==> src/cu_pkg.sv <==
package cu_pkg;

    // Instruction fields
    typedef logic [5:0] opcode_t;
    typedef logic [5:0] funct_t;

    localparam opcode_t OP_RTYPE = 6'h00;
    localparam opcode_t OP_ADDI  = 6'h08;
    localparam opcode_t OP_ADDIU = 6'h09;
    localparam opcode_t OP_LB    = 6'h20;
    localparam opcode_t OP_LH    = 6'h21;
    localparam opcode_t OP_LW    = 6'h23;
    localparam opcode_t OP_SB    = 6'h28;
    localparam opcode_t OP_SH    = 6'h29;
    localparam opcode_t OP_SW    = 6'h2b;

    localparam funct_t FN_ADD = 6'h20;
    localparam funct_t FN_SUB = 6'h22;
    localparam funct_t FN_AND = 6'h24;

    // Memory read wait, in cycles
    localparam int unsigned MEM_LATENCY = 3;
    localparam int unsigned WAIT_W      = 2;

    typedef logic [WAIT_W-1:0] wait_cnt_t;

    typedef enum logic [3:0] {
        CLS_ADD, CLS_SUB, CLS_AND,
        CLS_ADDI, CLS_ADDIU,
        CLS_LW, CLS_LH, CLS_LB,
        CLS_SW, CLS_SH, CLS_SB,
        CLS_UNKNOWN
    } instr_class_t;

    typedef enum logic [4:0] {
        ST_INIT,
        ST_FETCH_WAIT, ST_FETCH_LATCH, ST_DECODE, ST_DISPATCH,
        ST_ALU_ADD, ST_ALU_SUB, ST_ALU_AND, ST_ALU_IMM_TRAP, ST_ALU_IMM,
        ST_WB_RD, ST_WB_RT_TRAP, ST_WB_RT,
        ST_LS_ADDR, ST_MEM_READ,
        ST_MDR_WORD, ST_MDR_HALF, ST_MDR_BYTE, ST_LOAD_WB,
        ST_STORE_WORD, ST_STORE_HALF, ST_STORE_BYTE,
        ST_EXC_NOOP, ST_EXC_OVF, ST_EXC_COMMIT
    } cu_state_t;

    // Datapath selects, first member is zero
    typedef enum logic [1:0] {RD_RT, RD_RD, RD_SP} reg_dst_t;
    typedef enum logic [1:0] {EXC_NOOP, EXC_OVF} exc_code_t;
    typedef enum logic [1:0] {SZ_WORD, SZ_HALF, SZ_BYTE} size_sel_t;
    typedef enum logic [1:0] {A_PC, A_REG} alu_a_sel_t;
    typedef enum logic [2:0] {B_REG, B_FOUR, B_SIGN_IMM} alu_b_sel_t;
    typedef enum logic [2:0] {ALU_NONE, ALU_ADD, ALU_AND, ALU_SUB} alu_op_t;
    typedef enum logic [1:0] {ADR_PC, ADR_ALU_OUT, ADR_VECTOR} addr_sel_t;
    typedef enum logic [1:0] {PC_ALU, PC_VECTOR} pc_src_t;
    typedef enum logic [2:0] {WB_ALU_OUT, WB_MDR, WB_SP_INIT} wb_sel_t;

    typedef struct packed {
        logic       pc_write;
        logic       mem_wr;
        logic       ir_write;
        logic       a_write;
        logic       b_write;
        logic       mdr_write;
        logic       alu_reg_write;
        logic       epc_write;
        logic       reg_write;
        reg_dst_t   reg_dst;
        exc_code_t  except_code;
        // Memory to MDR and B to memory
        size_sel_t  mem_to_mdr;
        size_sel_t  b_to_mem;
        alu_a_sel_t alu_src_a;
        alu_b_sel_t alu_src_b;
        alu_op_t    alu_op;
        addr_sel_t  iord;
        pc_src_t    pc_src;
        wb_sel_t    mem_to_reg;
    } ctrl_word_t;

    // Nothing written, every select at its zero member
    localparam ctrl_word_t CTRL_IDLE = '0;

endpackage

==> src/control_word_gen.sv <==
`timescale 1ns/100ps

module control_word_gen (
    input  cu_pkg::cu_state_t  state,
    input  logic               ov,
    output cu_pkg::ctrl_word_t ctrl
);
    import cu_pkg::*;

    always_comb begin
        ctrl = CTRL_IDLE;
        case (state)
            // Stack pointer load after reset
            ST_INIT: begin
                ctrl.reg_write  = 1'b1;
                ctrl.reg_dst    = RD_SP;
                ctrl.mem_to_reg = WB_SP_INIT;
            end
            // PC + 4 runs through the whole header
            ST_FETCH_WAIT: begin
                ctrl.iord      = ADR_PC;
                ctrl.alu_src_a = A_PC;
                ctrl.alu_src_b = B_FOUR;
                ctrl.alu_op    = ALU_ADD;
            end
            ST_FETCH_LATCH: begin
                ctrl.pc_write  = 1'b1;
                ctrl.ir_write  = 1'b1;
                ctrl.pc_src    = PC_ALU;
                ctrl.alu_src_a = A_PC;
                ctrl.alu_src_b = B_FOUR;
                ctrl.alu_op    = ALU_ADD;
            end
            ST_DECODE: begin
                ctrl.a_write   = 1'b1;
                ctrl.b_write   = 1'b1;
                ctrl.alu_src_a = A_PC;
                ctrl.alu_src_b = B_FOUR;
                ctrl.alu_op    = ALU_ADD;
            end
            ST_ALU_ADD, ST_ALU_SUB, ST_ALU_AND: begin
                ctrl.alu_reg_write = 1'b1;
                ctrl.alu_src_a     = A_REG;
                ctrl.alu_src_b     = B_REG;
                case (state)
                    ST_ALU_SUB: ctrl.alu_op = ALU_SUB;
                    ST_ALU_AND: ctrl.alu_op = ALU_AND;
                    default:    ctrl.alu_op = ALU_ADD;
                endcase
            end
            // Base plus offset shares the immediate adds
            ST_ALU_IMM_TRAP, ST_ALU_IMM, ST_LS_ADDR: begin
                ctrl.alu_reg_write = 1'b1;
                ctrl.alu_src_a     = A_REG;
                ctrl.alu_src_b     = B_SIGN_IMM;
                ctrl.alu_op        = ALU_ADD;
            end
            // Overflow cancels the trapping write-backs
            ST_WB_RD: begin
                ctrl.reg_write  = ~ov;
                ctrl.reg_dst    = RD_RD;
                ctrl.mem_to_reg = WB_ALU_OUT;
            end
            ST_WB_RT_TRAP: begin
                ctrl.reg_write  = ~ov;
                ctrl.reg_dst    = RD_RT;
                ctrl.mem_to_reg = WB_ALU_OUT;
            end
            ST_WB_RT: begin
                ctrl.reg_write  = 1'b1;
                ctrl.reg_dst    = RD_RT;
                ctrl.mem_to_reg = WB_ALU_OUT;
            end
            ST_MEM_READ: begin
                ctrl.iord = ADR_ALU_OUT;
            end
            ST_MDR_WORD, ST_MDR_HALF, ST_MDR_BYTE: begin
                ctrl.mdr_write = 1'b1;
                case (state)
                    ST_MDR_HALF: ctrl.mem_to_mdr = SZ_HALF;
                    ST_MDR_BYTE: ctrl.mem_to_mdr = SZ_BYTE;
                    default:     ctrl.mem_to_mdr = SZ_WORD;
                endcase
            end
            ST_LOAD_WB: begin
                ctrl.reg_write  = 1'b1;
                ctrl.reg_dst    = RD_RT;
                ctrl.mem_to_reg = WB_MDR;
            end
            ST_STORE_WORD, ST_STORE_HALF, ST_STORE_BYTE: begin
                ctrl.mem_wr = 1'b1;
                ctrl.iord   = ADR_ALU_OUT;
                case (state)
                    ST_STORE_HALF: ctrl.b_to_mem = SZ_HALF;
                    ST_STORE_BYTE: ctrl.b_to_mem = SZ_BYTE;
                    default:       ctrl.b_to_mem = SZ_WORD;
                endcase
            end
            // Vector read while the ALU backs PC up to the faulting instruction
            ST_EXC_NOOP, ST_EXC_OVF: begin
                ctrl.iord        = ADR_VECTOR;
                ctrl.except_code = (state == ST_EXC_OVF) ? EXC_OVF : EXC_NOOP;
                ctrl.alu_src_a   = A_PC;
                ctrl.alu_src_b   = B_FOUR;
                ctrl.alu_op      = ALU_SUB;
            end
            ST_EXC_COMMIT: begin
                ctrl.epc_write = 1'b1;
                ctrl.pc_write  = 1'b1;
                ctrl.pc_src    = PC_VECTOR;
            end
            default: begin
                ctrl = CTRL_IDLE;
            end
        endcase
    end

endmodule

==> src/cycle_sequencer.sv <==
`timescale 1ns/100ps

module cycle_sequencer (
    input  logic                 clk,
    input  logic                 reset,
    input  cu_pkg::instr_class_t instr_class,
    input  logic                 ov,
    output cu_pkg::cu_state_t    state
);
    import cu_pkg::*;

    cu_state_t state_next;
    wait_cnt_t wait_cnt;
    logic      wait_done;
    logic      init_pend;

    assign wait_done = (wait_cnt == wait_cnt_t'(MEM_LATENCY - 1));

    // Dispatch is held during reset so the control word stays idle
    always_ff @(posedge clk) begin
        if (reset) begin
            state     <= ST_DISPATCH;
            init_pend <= 1'b1;
            wait_cnt  <= '0;
        end else begin
            state     <= state_next;
            init_pend <= 1'b0;
            // Only the wait states repeat, any entry starts a new count
            if (state_next != state) begin
                wait_cnt <= '0;
            end else begin
                wait_cnt <= wait_cnt + 1'b1;
            end
        end
    end

    always_comb begin
        state_next = state;
        case (state)
            ST_INIT: begin
                state_next = ST_FETCH_WAIT;
            end
            ST_FETCH_WAIT: begin
                if (wait_done) begin
                    state_next = ST_FETCH_LATCH;
                end
            end
            ST_FETCH_LATCH: begin
                state_next = ST_DECODE;
            end
            ST_DECODE: begin
                state_next = ST_DISPATCH;
            end
            ST_DISPATCH: begin
                if (init_pend) begin
                    state_next = ST_INIT;
                end else begin
                    case (instr_class)
                        CLS_ADD:   state_next = ST_ALU_ADD;
                        CLS_SUB:   state_next = ST_ALU_SUB;
                        CLS_AND:   state_next = ST_ALU_AND;
                        CLS_ADDI:  state_next = ST_ALU_IMM_TRAP;
                        CLS_ADDIU: state_next = ST_ALU_IMM;
                        CLS_LW, CLS_LH, CLS_LB,
                        CLS_SW, CLS_SH, CLS_SB: begin
                            state_next = ST_LS_ADDR;
                        end
                        default:   state_next = ST_EXC_NOOP;
                    endcase
                end
            end
            ST_ALU_ADD, ST_ALU_SUB, ST_ALU_AND: begin
                state_next = ST_WB_RD;
            end
            ST_ALU_IMM_TRAP: begin
                state_next = ST_WB_RT_TRAP;
            end
            ST_ALU_IMM: begin
                state_next = ST_WB_RT;
            end
            // ov is valid once the ALU result is registered
            ST_WB_RD, ST_WB_RT_TRAP: begin
                state_next = ov ? ST_EXC_OVF : ST_FETCH_WAIT;
            end
            ST_LS_ADDR: begin
                state_next = ST_MEM_READ;
            end
            ST_MEM_READ: begin
                if (wait_done) begin
                    case (instr_class)
                        CLS_LW:  state_next = ST_MDR_WORD;
                        CLS_LH:  state_next = ST_MDR_HALF;
                        CLS_LB:  state_next = ST_MDR_BYTE;
                        CLS_SW:  state_next = ST_STORE_WORD;
                        CLS_SH:  state_next = ST_STORE_HALF;
                        CLS_SB:  state_next = ST_STORE_BYTE;
                        default: state_next = ST_FETCH_WAIT;
                    endcase
                end
            end
            ST_MDR_WORD, ST_MDR_HALF, ST_MDR_BYTE: begin
                state_next = ST_LOAD_WB;
            end
            ST_EXC_NOOP, ST_EXC_OVF: begin
                if (wait_done) begin
                    state_next = ST_EXC_COMMIT;
                end
            end
            ST_WB_RT, ST_LOAD_WB, ST_STORE_WORD, ST_STORE_HALF, ST_STORE_BYTE,
            ST_EXC_COMMIT: begin
                state_next = ST_FETCH_WAIT;
            end
            default: begin
                state_next = ST_FETCH_WAIT;
            end
        endcase
    end

endmodule

==> src/instr_decoder.sv <==
`timescale 1ns/100ps

module instr_decoder (
    input  cu_pkg::opcode_t      opcode,
    input  cu_pkg::funct_t       funct,
    output cu_pkg::instr_class_t instr_class
);
    import cu_pkg::*;

    always_comb begin
        instr_class = CLS_UNKNOWN;
        case (opcode)
            OP_RTYPE: begin
                // Only add, sub and and remain among the R-type functions
                case (funct)
                    FN_ADD: begin
                        instr_class = CLS_ADD;
                    end
                    FN_SUB: begin
                        instr_class = CLS_SUB;
                    end
                    FN_AND: begin
                        instr_class = CLS_AND;
                    end
                    default: begin
                        instr_class = CLS_UNKNOWN;
                    end
                endcase
            end
            OP_ADDI: begin
                instr_class = CLS_ADDI;
            end
            OP_ADDIU: begin
                instr_class = CLS_ADDIU;
            end
            OP_LW: begin
                instr_class = CLS_LW;
            end
            OP_LH: begin
                instr_class = CLS_LH;
            end
            OP_LB: begin
                instr_class = CLS_LB;
            end
            OP_SW: begin
                instr_class = CLS_SW;
            end
            OP_SH: begin
                instr_class = CLS_SH;
            end
            OP_SB: begin
                instr_class = CLS_SB;
            end
            default: begin
                instr_class = CLS_UNKNOWN;
            end
        endcase
    end

endmodule

==> src/multicycle_control.sv <==
`timescale 1ns/100ps

module multicycle_control (
    input  logic               clk,
    input  logic               reset,
    input  cu_pkg::opcode_t    opcode,
    input  cu_pkg::funct_t     funct,
    input  logic               ov,
    output cu_pkg::ctrl_word_t ctrl
);
    import cu_pkg::*;

    instr_class_t instr_class;
    cu_state_t    state;

    instr_decoder u_decoder (
        .opcode      (opcode),
        .funct       (funct),
        .instr_class (instr_class)
    );

    cycle_sequencer u_sequencer (
        .clk         (clk),
        .reset       (reset),
        .instr_class (instr_class),
        .ov          (ov),
        .state       (state)
    );

    control_word_gen u_ctrl_gen (
        .state (state),
        .ov    (ov),
        .ctrl  (ctrl)
    );

endmodule

==> config.mk <==
export PLATFORM = sky130hd
export DESIGN_NAME = multicycle_control
export DESIGN_NICKNAME = d
export VERILOG_FILES = /design/src/cu_pkg.sv /design/src/control_word_gen.sv /design/src/cycle_sequencer.sv /design/src/instr_decoder.sv /design/src/multicycle_control.sv
export SDC_FILE = /design/constraint.sdc
export NUM_CORES = 1
export LEC_CHECK = 0
export BUFFER_PORTS_ARGS = -buffer_cell sky130_fd_sc_hd__buf_2
export CAP_MARGIN = 20
export CORE_AREA = 3 3 56 58
export CTS_CLUSTER_DIAMETER = 30
export DETAILED_ROUTE_END_ITERATION = 8
export DIE_AREA = 0 0 59 61
export PLACE_DENSITY = 0.83
export SYNTH_ARGS = -nofsm -noshare
export SYNTH_HDL_FRONTEND = slang
export SYNTH_SLANG_ARGS = --single-unit
export TNS_END_PERCENT = 30
==> constraint.sdc <==
create_clock -name clk -period 3.92 [get_ports clk]
set_input_delay 0.392 -clock clk [delete_from_list [all_inputs] [get_ports clk]]
set_output_delay 0.392 -clock clk [all_outputs]
set_load 0.02 [all_outputs]
==> results.py, run 1 <==
metrics = {
    "synth": {
        "syn_area_um2": 1373,
        "synth_seq_area_share_pct": 11.67,
        "ys_warn_count": 0,
        "synth_top_area_share_pct": 11.67,
        "synth_cell_type_count": 59,
        "synth_most_common_cell": "nor2_1",
        "async_flop_share_pct": 0,
        "synth-edff-count": 0,
        "synthTopCellsByArea": "dfxtp_1 (12%), nor2_1 (8.8%), buf_4 (6.6%), ha_1 (4.6%), nand2b_1 (3.6%)",
        "synthTopCellsByCount": "nor2_1 (32), buf_4 (12), nand2_1 (12)",
        "synth_ff_type": "dfxtp_1",
        "yosys.area.top_type": "dfxtp_1",
        "syn-instance-count": 199,
        "ys_ff_latch": 8,
        "syn_area_per_cell_um2": 6.897,
    },
    "sta": {
        "max_freq_mhz": 330.1,
        "setup_slack_ps": 890.8,
        "whs_ps": 352.2,
        "tns_ps": 0,
        "setup_viol": 0,
        "fin_crit_sh_pct": 77.28,
        "skew_ps": 6.345,
        "post-route-min-period_ps": 3029,
        "rsz0062_at_grt": "false",
        "slew_violations": 0,
        "hold_viol": 0,
        "worst_slew_margin_rel_pct": 26.32,
        "tightest_slew_ps": 1077,
    },
    "final_layout": {
        "fin_util_pct": 56.33,
        "diodes": 0,
        "drive_gt1_share_pct": 24.78,
        "ff_latch_area_um2": 160.2,
        "fillers": 269,
        "syn_to_final_growth_pct": 11.21,
        "final_nets": 248,
        "multi_input_area_um2": 1064,
    },
    "global_routing": {
        "met3_usage_pct": 2.766,
        "overflow": 0,
        "antenna_found_initial": 0,
        "grt_start_max_net_pins": 24,
        "grt_usage_pct": 19.96,
        "grt_use_met1_pct": 25.13,
        "grt_pass1_vias": 1345,
        "grt_use_met2_pct": 35.33,
        "grt_busiest_layer": "met2",
        "grt_pass1_wl_um": 5747,
    },
    "pwr": {
        "power.internal_uw": 408.6,
        "pwr-share-seq_pct": 21.6,
        "leakagePower_nw": 0.6756,
        "powerDensity_nw_per_um2": 617.9,
        "comb_power_share_pct": 71.8,
        "clockPowerShare_pct": 6.6,
        "switchingPower_uw": 534.5,
        "peakVddDrop_mv": 0.5146,
        "swShare_pct": 56.67,
    },
    "clock_network": {
        "clock_sinks": 8,
        "cts_inserted_buffers": 3,
        "clk_pin_slew_ps": 50,
        "cts_setup_buffers": 0,
        "cts_resized": 0,
        "insertion_delay_ps": 260,
        "clockBufferDepth": 2,
        "cts_tree": "built",
        "root_buffer": "clkbuf_4",
        "cts-htree-levels": 1,
        "ctsHoldBuffers": 0,
    },
    "placement": {
        "port-buffer-count": 40,
        "hpwlAfterDp_um": 2697,
        "place_ws_ps": 685.2,
        "gp_congestion": 0.8537,
    },
    "critical_path": {
        "critPathSlowestCell": "or4b_1",
        "critPathKind": "in -> reg",
        "cp-end-kind": "register",
        "crit_fanout": 10,
        "rr_worst_depth": 6,
        "r2r_start": "u_sequencer.state[1]",
        "start_kind": "input port",
        "crit_family": "simple AND/OR/NAND/NOR gates",
        "setup.worst_path.end": "u_sequencer.wait_cnt[1]",
        "crit_chain": "buf_2 > nor3b_2 > nand3_1 > o221a_2 > o22ai_1 > and2_1 > inv_1 > ha_1 > or4b_1 > a311oi_2 > a21bo_1 > o2111ai_1 > nor3_1",
        "crit_arrival_ps": 3200,
        "setup.worst_path.start": "opcode[0]",
        "cp.required_ps": 4090,
        "critPathBufInv": 2,
        "cpPeakStageDelay_ps": 570,
        "reg2reg_to": "u_sequencer.wait_cnt[1]",
        "path_depth": 13,
        "r2r_slack_ps": 1280,
    },
    "floorplanning": {
        "dieHeight_um": 61,
        "die_area_um2": 3599,
        "core-area_um2": 2710,
        "rows": 19,
        "initial_utilization_pct": 50.65,
        "io_pins": 47,
        "fp.dieW_um": 59,
    },
    "routing": {
        "vias": 1556,
        "finalWirelength_um": 3512,
        "wire_per_inst_um": 13.67,
        "drcViolationCount": 0,
        "drt_iter0_drc": 128,
        "ant_nets": 0,
        "routed_via_density": 6.054,
        "drt_first_pass_iters": 6,
    },
    "hold_path": {
        "hp-class": "in -> reg",
    },
    "outcome": {
        "status": "complete, no violations",
    },
    "run": {
        "max_cap_viol_count": 0,
    },
}
-- power groups by stage --
stage | Sequential (mW) | Combinational, mW | Clock [mW]
floorplan | 0.127 | 0.593 | 0
global placement | 0.200 | 0.660 | 0
detailed placement | 0.202 | 0.667 | 0
CTS | 0.200 | 0.671 | 0.0641
global route | 0.214 | 0.748 | 0.0706
finish | 0.204 | 0.677 | 0.0623
-- cells in the final DEF, fill, tap and decap left out, types with 4 or more instances in the layout --
master,instances
conb_1,6
inv_1,10
o22ai_1,7
dfxtp_1,8
ha_1,5
nand2_1,12
nor2_1,32
or2_2,4
nand2b_1,8
o21ai_0,9
buf_2,40
nor3_1,10
a21oi_1,7
-- logic make-up (layout without fill, tap and decap cells) --
family	Yosys count	after routing	synth area share (%)
AOI/OAI and AO/OA	58	58	32.54
other	1	6	0.2732
and+or+nand+nor	88	88	33.64
adders and majority gates	5	5	4.558
xor gates and xnor gates	2	2	1.276
buffers and inverters	32	54	12.22
muxes	5	5	3.829
DFF	8	8	11.67
-- registers in the layout, indices dropped and copies added, names as in the netlist --
name / flops
u_sequencer.state: 5
u_sequencer.wait_cnt: 2
u_sequencer.init_pend: 1
-- how the worst min path moves through the flow --
stage / start / endpoint / slack [ps] / depth (start not counted)
finish: reset / u_sequencer.init_pend / 350 / 1
global route: reset / u_sequencer.init_pend / 340 / 1
CTS: reset / u_sequencer.init_pend / 340 / 1
detailed placement: u_sequencer.wait_cnt[0] / u_sequencer.wait_cnt[0] / 420 / 1
global placement: u_sequencer.wait_cnt[0] / u_sequencer.wait_cnt[0] / 410 / 1
floorplan: u_sequencer.wait_cnt[0] / u_sequencer.wait_cnt[0] / 400 / 1
-- routing by layer --
layer / vias up / share of wire, % / wire length, um
li1: 780 / - / -
met3: 8 / 7.5 / 262
met5: - / 0 / 0
met2: 76 / 46 / 1630
met1: 692 / 44 / 1559
met4: 0 / 1.7 / 59
-- layout make-up --
type                       count  share of cell area [%]
inverter                      11                   2.705
clock buffer                   3                   1.475
timing repair buffer          40                   13.11
tap                           31                   2.541
multi-input combinational    164                   69.67
sequential                     8                   10.49
-- metrics by stage --
| step | area (um2) | total power, mW | instances |
|---|---|---|---|
| after floorplan | 1391 | 0.7201 | 204 |
| after global placement | 1504 | 0.8605 | 254 |
| after detailed placement | 1504 | 0.8693 | 254 |
| after CTS | 1526 | 0.9349 | 257 |
| after global routing | 1526 | 1.033 | 257 |
| final | 1526 | 0.9431 | 257 |
-- worst register-to-register path, cell delays in order, from the launching register on --
cell,delay (ps)
dfxtp_1,680
inv_2,190
a2111oi_0,960
o21ai_0,200
a21bo_1,220
o2111ai_1,150
nor3_1,160
No activity file was read; power rests on OpenSTA's default activity.
==> run 2, diff against run 1 <==
==> constraint.sdc (replaced) <==
create_clock -name clk -period 3.2 [get_ports clk]
set_input_delay 0.32 -clock clk [delete_from_list [all_inputs] [get_ports clk]]
set_output_delay 0.32 -clock clk [all_outputs]
set_load 0.02 [all_outputs]
==> run 2 against run 1 <==
Clock power increased by 25%. Sequential power increased by 21%. Global-route usage decreased by 0.48 points. Sequential share of layout area decreased by 0.051 points. First-iteration DRC count decreased by 23%. Critical path depth unchanged. Utilization increased by 0.28 points. Worst hold slack got worse by 82 ps. Largest cell class unchanged.
==> results.py, run 2 (synthesized netlist as in run 1, its figures left out) <==
metrics = {
    "outcome": {
        "status": "complete, no violations",
    },
    "pwr": {
        "swShare_pct": 56.45,
        "peakVddDrop_mv": 0.6207,
        "comb_power_share_pct": 71.8,
        "leakagePower_nw": 0.6800,
        "powerDensity_nw_per_um2": 750.2,
        "switchingPower_uw": 649.6,
        "power.internal_uw": 501.3,
        "clockPowerShare_pct": 6.8,
        "pwr-share-seq_pct": 21.4,
        "p_total_mw": 1.151,
    },
    "sta": {
        "max_freq_mhz": 358.3,
        "tns_ps": 0,
        "hold_viol": 0,
        "fin_crit_sh_pct": 87.21,
        "worst_slew_margin_rel_pct": 36.05,
        "setup_slack_ps": 409.3,
        "tightest_slew_ps": 935.1,
        "slew_violations": 0,
        "post-route-min-period_ps": 2791,
        "setup_viol": 0,
        "skew_ps": 0.8087,
        "rsz0062_at_grt": "false",
    },
    "clock_network": {
        "cts_inserted_buffers": 3,
        "cts-htree-levels": 1,
        "cts_tree": "built",
        "clockBufferDepth": 2,
        "ctsHoldBuffers": 0,
        "clock_sinks": 8,
        "cts_resized": 0,
        "cts_setup_buffers": 0,
        "insertion_delay_ps": 250,
        "root_buffer": "clkbuf_4",
        "clk_pin_slew_ps": 50,
    },
    "global_routing": {
        "grt_start_max_net_pins": 24,
        "grt_pass1_vias": 1292,
        "grt_pass1_wl_um": 5582,
        "overflow": 0,
        "antenna_found_initial": 0,
        "grt_usage_pct": 19.47,
    },
    "floorplanning": {
        "initial_utilization_pct": 50.65,
        "rows": 19,
        "io_pins": 47,
        "die_area_um2": 3599,
        "fp.dieW_um": 59,
        "core-area_um2": 2710,
        "dieHeight_um": 61,
    },
    "final_layout": {
        "diodes": 0,
        "final_common_cell": "buf_2",
        "syn_to_final_growth_pct": 11.76,
        "regMostFlops": "u_sequencer.state",
        "drive_gt1_share_pct": 25.11,
        "largest_reg_flops": 5,
        "fin_cells": 258,
        "final_cell_mix": "buf_2 (40), nor2_1 (32), nand2_1 (12)",
        "fin_area_um2": 1534,
        "reg_top3": "u_sequencer.state (5), u_sequencer.wait_cnt (2), u_sequencer.init_pend (1)",
        "ff_latch_area_um2": 160.2,
        "final_nets": 249,
        "fillers": 280,
        "multi_input_area_um2": 1064,
    },
    "placement": {
        "port-buffer-count": 40,
        "hpwlAfterDp_um": 2734,
        "place_ws_ps": 171.2,
        "place_area_um2": 1511,
        "gp_congestion": 0.8931,
        "dp.cells": 255,
    },
    "routing": {
        "finalWirelength_um": 3475,
        "drt_iter0_drc": 99,
        "routed_via_density": 6.116,
        "drt_first_pass_iters": 4,
        "drcViolationCount": 0,
        "vias": 1578,
        "ant_nets": 0,
        "wire_per_inst_um": 13.47,
    },
    "critical_path": {
        "cp-end-kind": "register",
        "r2r_slack_ps": 690,
        "crit_fanout": 10,
        "rr_worst_depth": 7,
        "critPathKind": "in -> reg",
        "cp.required_ps": 3380,
        "crit_arrival_ps": 2970,
        "start_kind": "input port",
    },
    "run": {
        "max_cap_viol_count": 0,
    },
    "hold_path": {
        "hold_path_depth": 1,
        "hp-class": "in -> reg",
    },
}
run 2: cell type report:
type,instances,share of cell area (%)
flip-flops and latches,8,10.44
repair buffers,41,13.54
clock buffers,3,1.468
well taps,31,2.529
inverters,11,2.692
multi-input cells,164,69.33
run 2: critical path, cell delays in order:
cell and delay, ps:
buf_2 150, nor3b_2 250, nand3_1 120, o221a_2 260, o22ai_1 110, and2_1 190
inv_1 80, ha_1 210, or4b_1 540, a311oi_2 290, a21bo_1 150, o2111ai_1 140
nor3_1 140
run 2: path summary, 6_finish.rpt:
| path | end | start |
|---|---|---|
| worst min-delay path | u_sequencer.init_pend | reset |
| worst min register to register | u_sequencer.wait_cnt[0] | u_sequencer.wait_cnt[0] |
| worst max-delay path | u_sequencer.wait_cnt[1] | opcode[0] |
| worst max register to register | u_sequencer.wait_cnt[1] | u_sequencer.state[2] |
run 2: per-layer routing:
layer / vias to the layer above / share of wire [%] / track usage, %
met5: - / 0 / 0
met4: 0 / 2.0 / 5.178
met3: 6 / 7.2 / 2.553
met2: 72 / 48 / 34.23
met1: 721 / 43 / 25.00
li1: 779 / - / -
run 2: power groups by stage:
stage / Clock, mW / Sequential [mW] / Combinational (mW)
after CTS: 0.0789 / 0.244 / 0.822
final: 0.0779 / 0.247 / 0.826
after floorplan: 0 / 0.156 / 0.726
after global placement: 0 / 0.246 / 0.809
after global routing: 0.0852 / 0.258 / 0.907
after detailed placement: 0 / 0.246 / 0.819
run 2: through the flow:
stage	util [%]	hold WS (ps)
after global placement	55.77	415.2
after global routing	56.60	267.6
after detailed placement	55.77	424.5
final	56.60	269.8
after floorplan	-	347.7
after CTS	56.60	263.4
==> run 3, diff against run 2 <==
--- a/config.mk
+++ b/config.mk
@@ -7,12 +7,14 @@
 export LEC_CHECK = 0
 export BUFFER_PORTS_ARGS = -buffer_cell sky130_fd_sc_hd__buf_2
 export CAP_MARGIN = 20
-export CORE_AREA = 3 3 56 58
+export CORE_AREA = 3 3 59 61
 export CTS_CLUSTER_DIAMETER = 30
 export DETAILED_ROUTE_END_ITERATION = 8
-export DIE_AREA = 0 0 59 61
+export DIE_AREA = 0 0 62 64
 export PLACE_DENSITY = 0.83
+export SETUP_SLACK_MARGIN = 0.15
 export SYNTH_ARGS = -nofsm -noshare
 export SYNTH_HDL_FRONTEND = slang
+export SYNTH_HIERARCHICAL = 1
 export SYNTH_SLANG_ARGS = --single-unit
 export TNS_END_PERCENT = 30
==> run 3 against run 2 <==
Routed wire length is 0.78% higher. Total power is 7.0% higher. Synthesized cell count is 9.5% higher. Sequential cell count stayed put. Sequential share of layout area is 0.97 points lower. Critical path type unchanged. Critical endpoint is now u_sequencer/wait_cnt[0]. Largest power group unchanged.
==> results.py, run 3 <==
metrics = {
    "final_layout": {
        "fillers": 308,
        "diodes": 0,
        "drive_gt1_share_pct": 27.87,
        "final_cell_mix": "buf_2 (40), nor2_1 (24), nand2_1 (14)",
        "ff_latch_area_um2": 160.2,
        "largest_reg_flops": 5,
        "fin_area_um2": 1690,
        "regMostFlops": "u_sequencer/state",
        "syn_to_final_growth_pct": 8.601,
        "final_common_cell": "buf_2",
        "fin_cells": 288,
        "multi_input_area_um2": 1196,
        "final_nets": 267,
        "reg_top3": "u_sequencer/state (5), u_sequencer/wait_cnt (2), u_sequencer/init_pend (1)",
    },
    "clock_network": {
        "cts-htree-levels": 1,
        "clock_sinks": 8,
        "cts_resized": 0,
        "cts_tree": "built",
        "clk_pin_slew_ps": 50,
        "cts_inserted_buffers": 3,
        "ctsHoldBuffers": 0,
        "cts_setup_buffers": 0,
        "clockBufferDepth": 2,
        "insertion_delay_ps": 250,
        "root_buffer": "clkbuf_4",
    },
    "floorplanning": {
        "die_area_um2": 3968,
        "rows": 20,
        "io_pins": 47,
        "fp.dieW_um": 62,
        "dieHeight_um": 64,
        "core-area_um2": 3028,
        "initial_utilization_pct": 51.40,
    },
    "routing": {
        "wire_per_inst_um": 12.16,
        "drcViolationCount": 0,
        "ant_nets": 0,
        "routed_via_density": 5.601,
        "drt_iter0_drc": 101,
        "finalWirelength_um": 3502,
        "vias": 1613,
        "drt_first_pass_iters": 4,
    },
    "synth": {
        "syn_area_um2": 1556,
        "synth_cell_type_count": 62,
        "yosys.area.top_type": "dfxtp_1",
        "ys_ff_latch": 8,
        "synth-edff-count": 0,
        "syn-instance-count": 218,
        "synth_seq_area_share_pct": 10.29,
        "ys_warn_count": 6,
        "synthTopCellsByArea": "dfxtp_1 (10%), buf_4 (5.8%), nor2_1 (5.8%), ha_1 (4.8%), a21oi_1 (4.2%)",
        "synth_most_common_cell": "nor2_1",
        "async_flop_share_pct": 0,
        "synthTopCellsByCount": "nor2_1 (24), nand2_1 (14), a21oi_1 (13)",
        "syn_area_per_cell_um2": 7.140,
        "synth_top_area_share_pct": 10.29,
        "synth_ff_type": "dfxtp_1",
    },
    "sta": {
        "tns_ps": 0,
        "rsz0062_at_grt": "false",
        "tightest_slew_ps": 1020,
        "worst_slew_margin_rel_pct": 31.91,
        "post-route-min-period_ps": 2751,
        "skew_ps": 2.910,
        "setup_viol": 0,
        "max_freq_mhz": 363.5,
        "whs_ps": 265.9,
        "hold_viol": 0,
        "slew_violations": 0,
        "fin_crit_sh_pct": 85.98,
    },
    "pwr": {
        "powerDensity_nw_per_um2": 728.8,
        "leakagePower_nw": 0.7506,
        "peakVddDrop_mv": 0.3457,
    },
    "critical_path": {
        "crit_fanout": 9,
        "crit_arrival_ps": 2910,
        "r2r_slack_ps": 770,
        "cp.required_ps": 3360,
        "start_kind": "input port",
        "rr_worst_depth": 6,
        "cp-end-kind": "register",
        "critPathKind": "in -> reg",
    },
    "placement": {
        "gp_congestion": 0.9072,
        "hpwlAfterDp_um": 2628,
        "dp.cells": 285,
        "port-buffer-count": 40,
        "place_area_um2": 1668,
    },
    "global_routing": {
        "overflow": 0,
        "grt_start_max_net_pins": 32,
        "antenna_found_initial": 0,
        "grt_pass1_vias": 1349,
        "grt_usage_pct": 17.73,
        "grt_pass1_wl_um": 5713,
    },
    "run": {
        "max_cap_viol_count": 0,
    },
    "hold_path": {
        "hold_path_depth": 1,
        "hp-class": "in -> reg",
    },
    "outcome": {
        "status": "complete, no violations",
    },
}
run 3: cell count changes in the layout (fill, tap and decap cells not counted), sizes merged, moves of 4 or more:
| cell | change |
|---|---|
| a21oi | +7 |
| nor2 | -5 |
| nor2b | +5 |
| o211ai | +5 |
| o21ai | +5 |
| a311oi | -4 |
| or2 | -4 |
run 3: cells by family after synthesis:
| group | synth area share, % |
|---|---|
| AND/OR/NAND/NOR | 37.86 |
| AO/OA/AOI/OAI | 27.41 |
| buffers and inverters | 14.07 |
| flip-flops | 10.29 |
| adder cells (fa/ha/maj) | 4.823 |
| multiplexers | 3.617 |
| XOR/XNOR | 1.688 |
| other | 0.2409 |
run 3: routing by layer:
metal	GRT usage [%]	wire length (um)	vias to the layer above	part of all wire, %
li1	-	-	820	-
met4	3.979	38	0	1.1
met2	28.63	1649	60	47
met1	24.76	1592	729	45
met5	0	0	-	0
met3	1.818	221	4	6.3
run 3: worst max-delay path: stages:
cell and delay [ps]:
buf_2 150, or4b_4 560, o41ai_2 220, o211ai_1 230, ha_1 300, o21ai_1 160, a21boi_2 170, o21ai_1 80
nor4_2 350, xnor2_1 130, nor4_1 240
run 3: final timing paths:
path	to	from
worst max-delay path	u_sequencer/wait_cnt[0]	opcode[3]
worst min-delay path	u_sequencer/init_pend	reset
worst min register to register	u_sequencer/wait_cnt[0]	u_sequencer/wait_cnt[0]
worst max register to register	u_sequencer/wait_cnt[0]	u_sequencer/state[3]
run 3: metrics by stage:
step	worst slack (ps)	total power [mW]	util [%]
after floorplan	503.4	1.015	-
after global placement	306.2	1.136	55.08
after detailed placement	184.3	1.151	55.08
after CTS	438.4	1.227	55.83
after global routing	211.0	1.347	55.83
final	448.7	1.232	55.83
run 3: layout make-up:
class | count | share of cell area, %
multi-input combinational | 179 | 70.76
timing repair buffer | 41 | 12.29
sequential | 8 | 9.474
tap | 44 | 3.257
inverter | 13 | 2.887
clock buffer | 3 | 1.332
run 3: power breakdown:
part / internal, mW / switching [mW]
Combinational: 0.372 / 0.475
Sequential: 0.130 / 0.182
Clock: 0.0426 / 0.0302
Total: 0.545 / 0.687
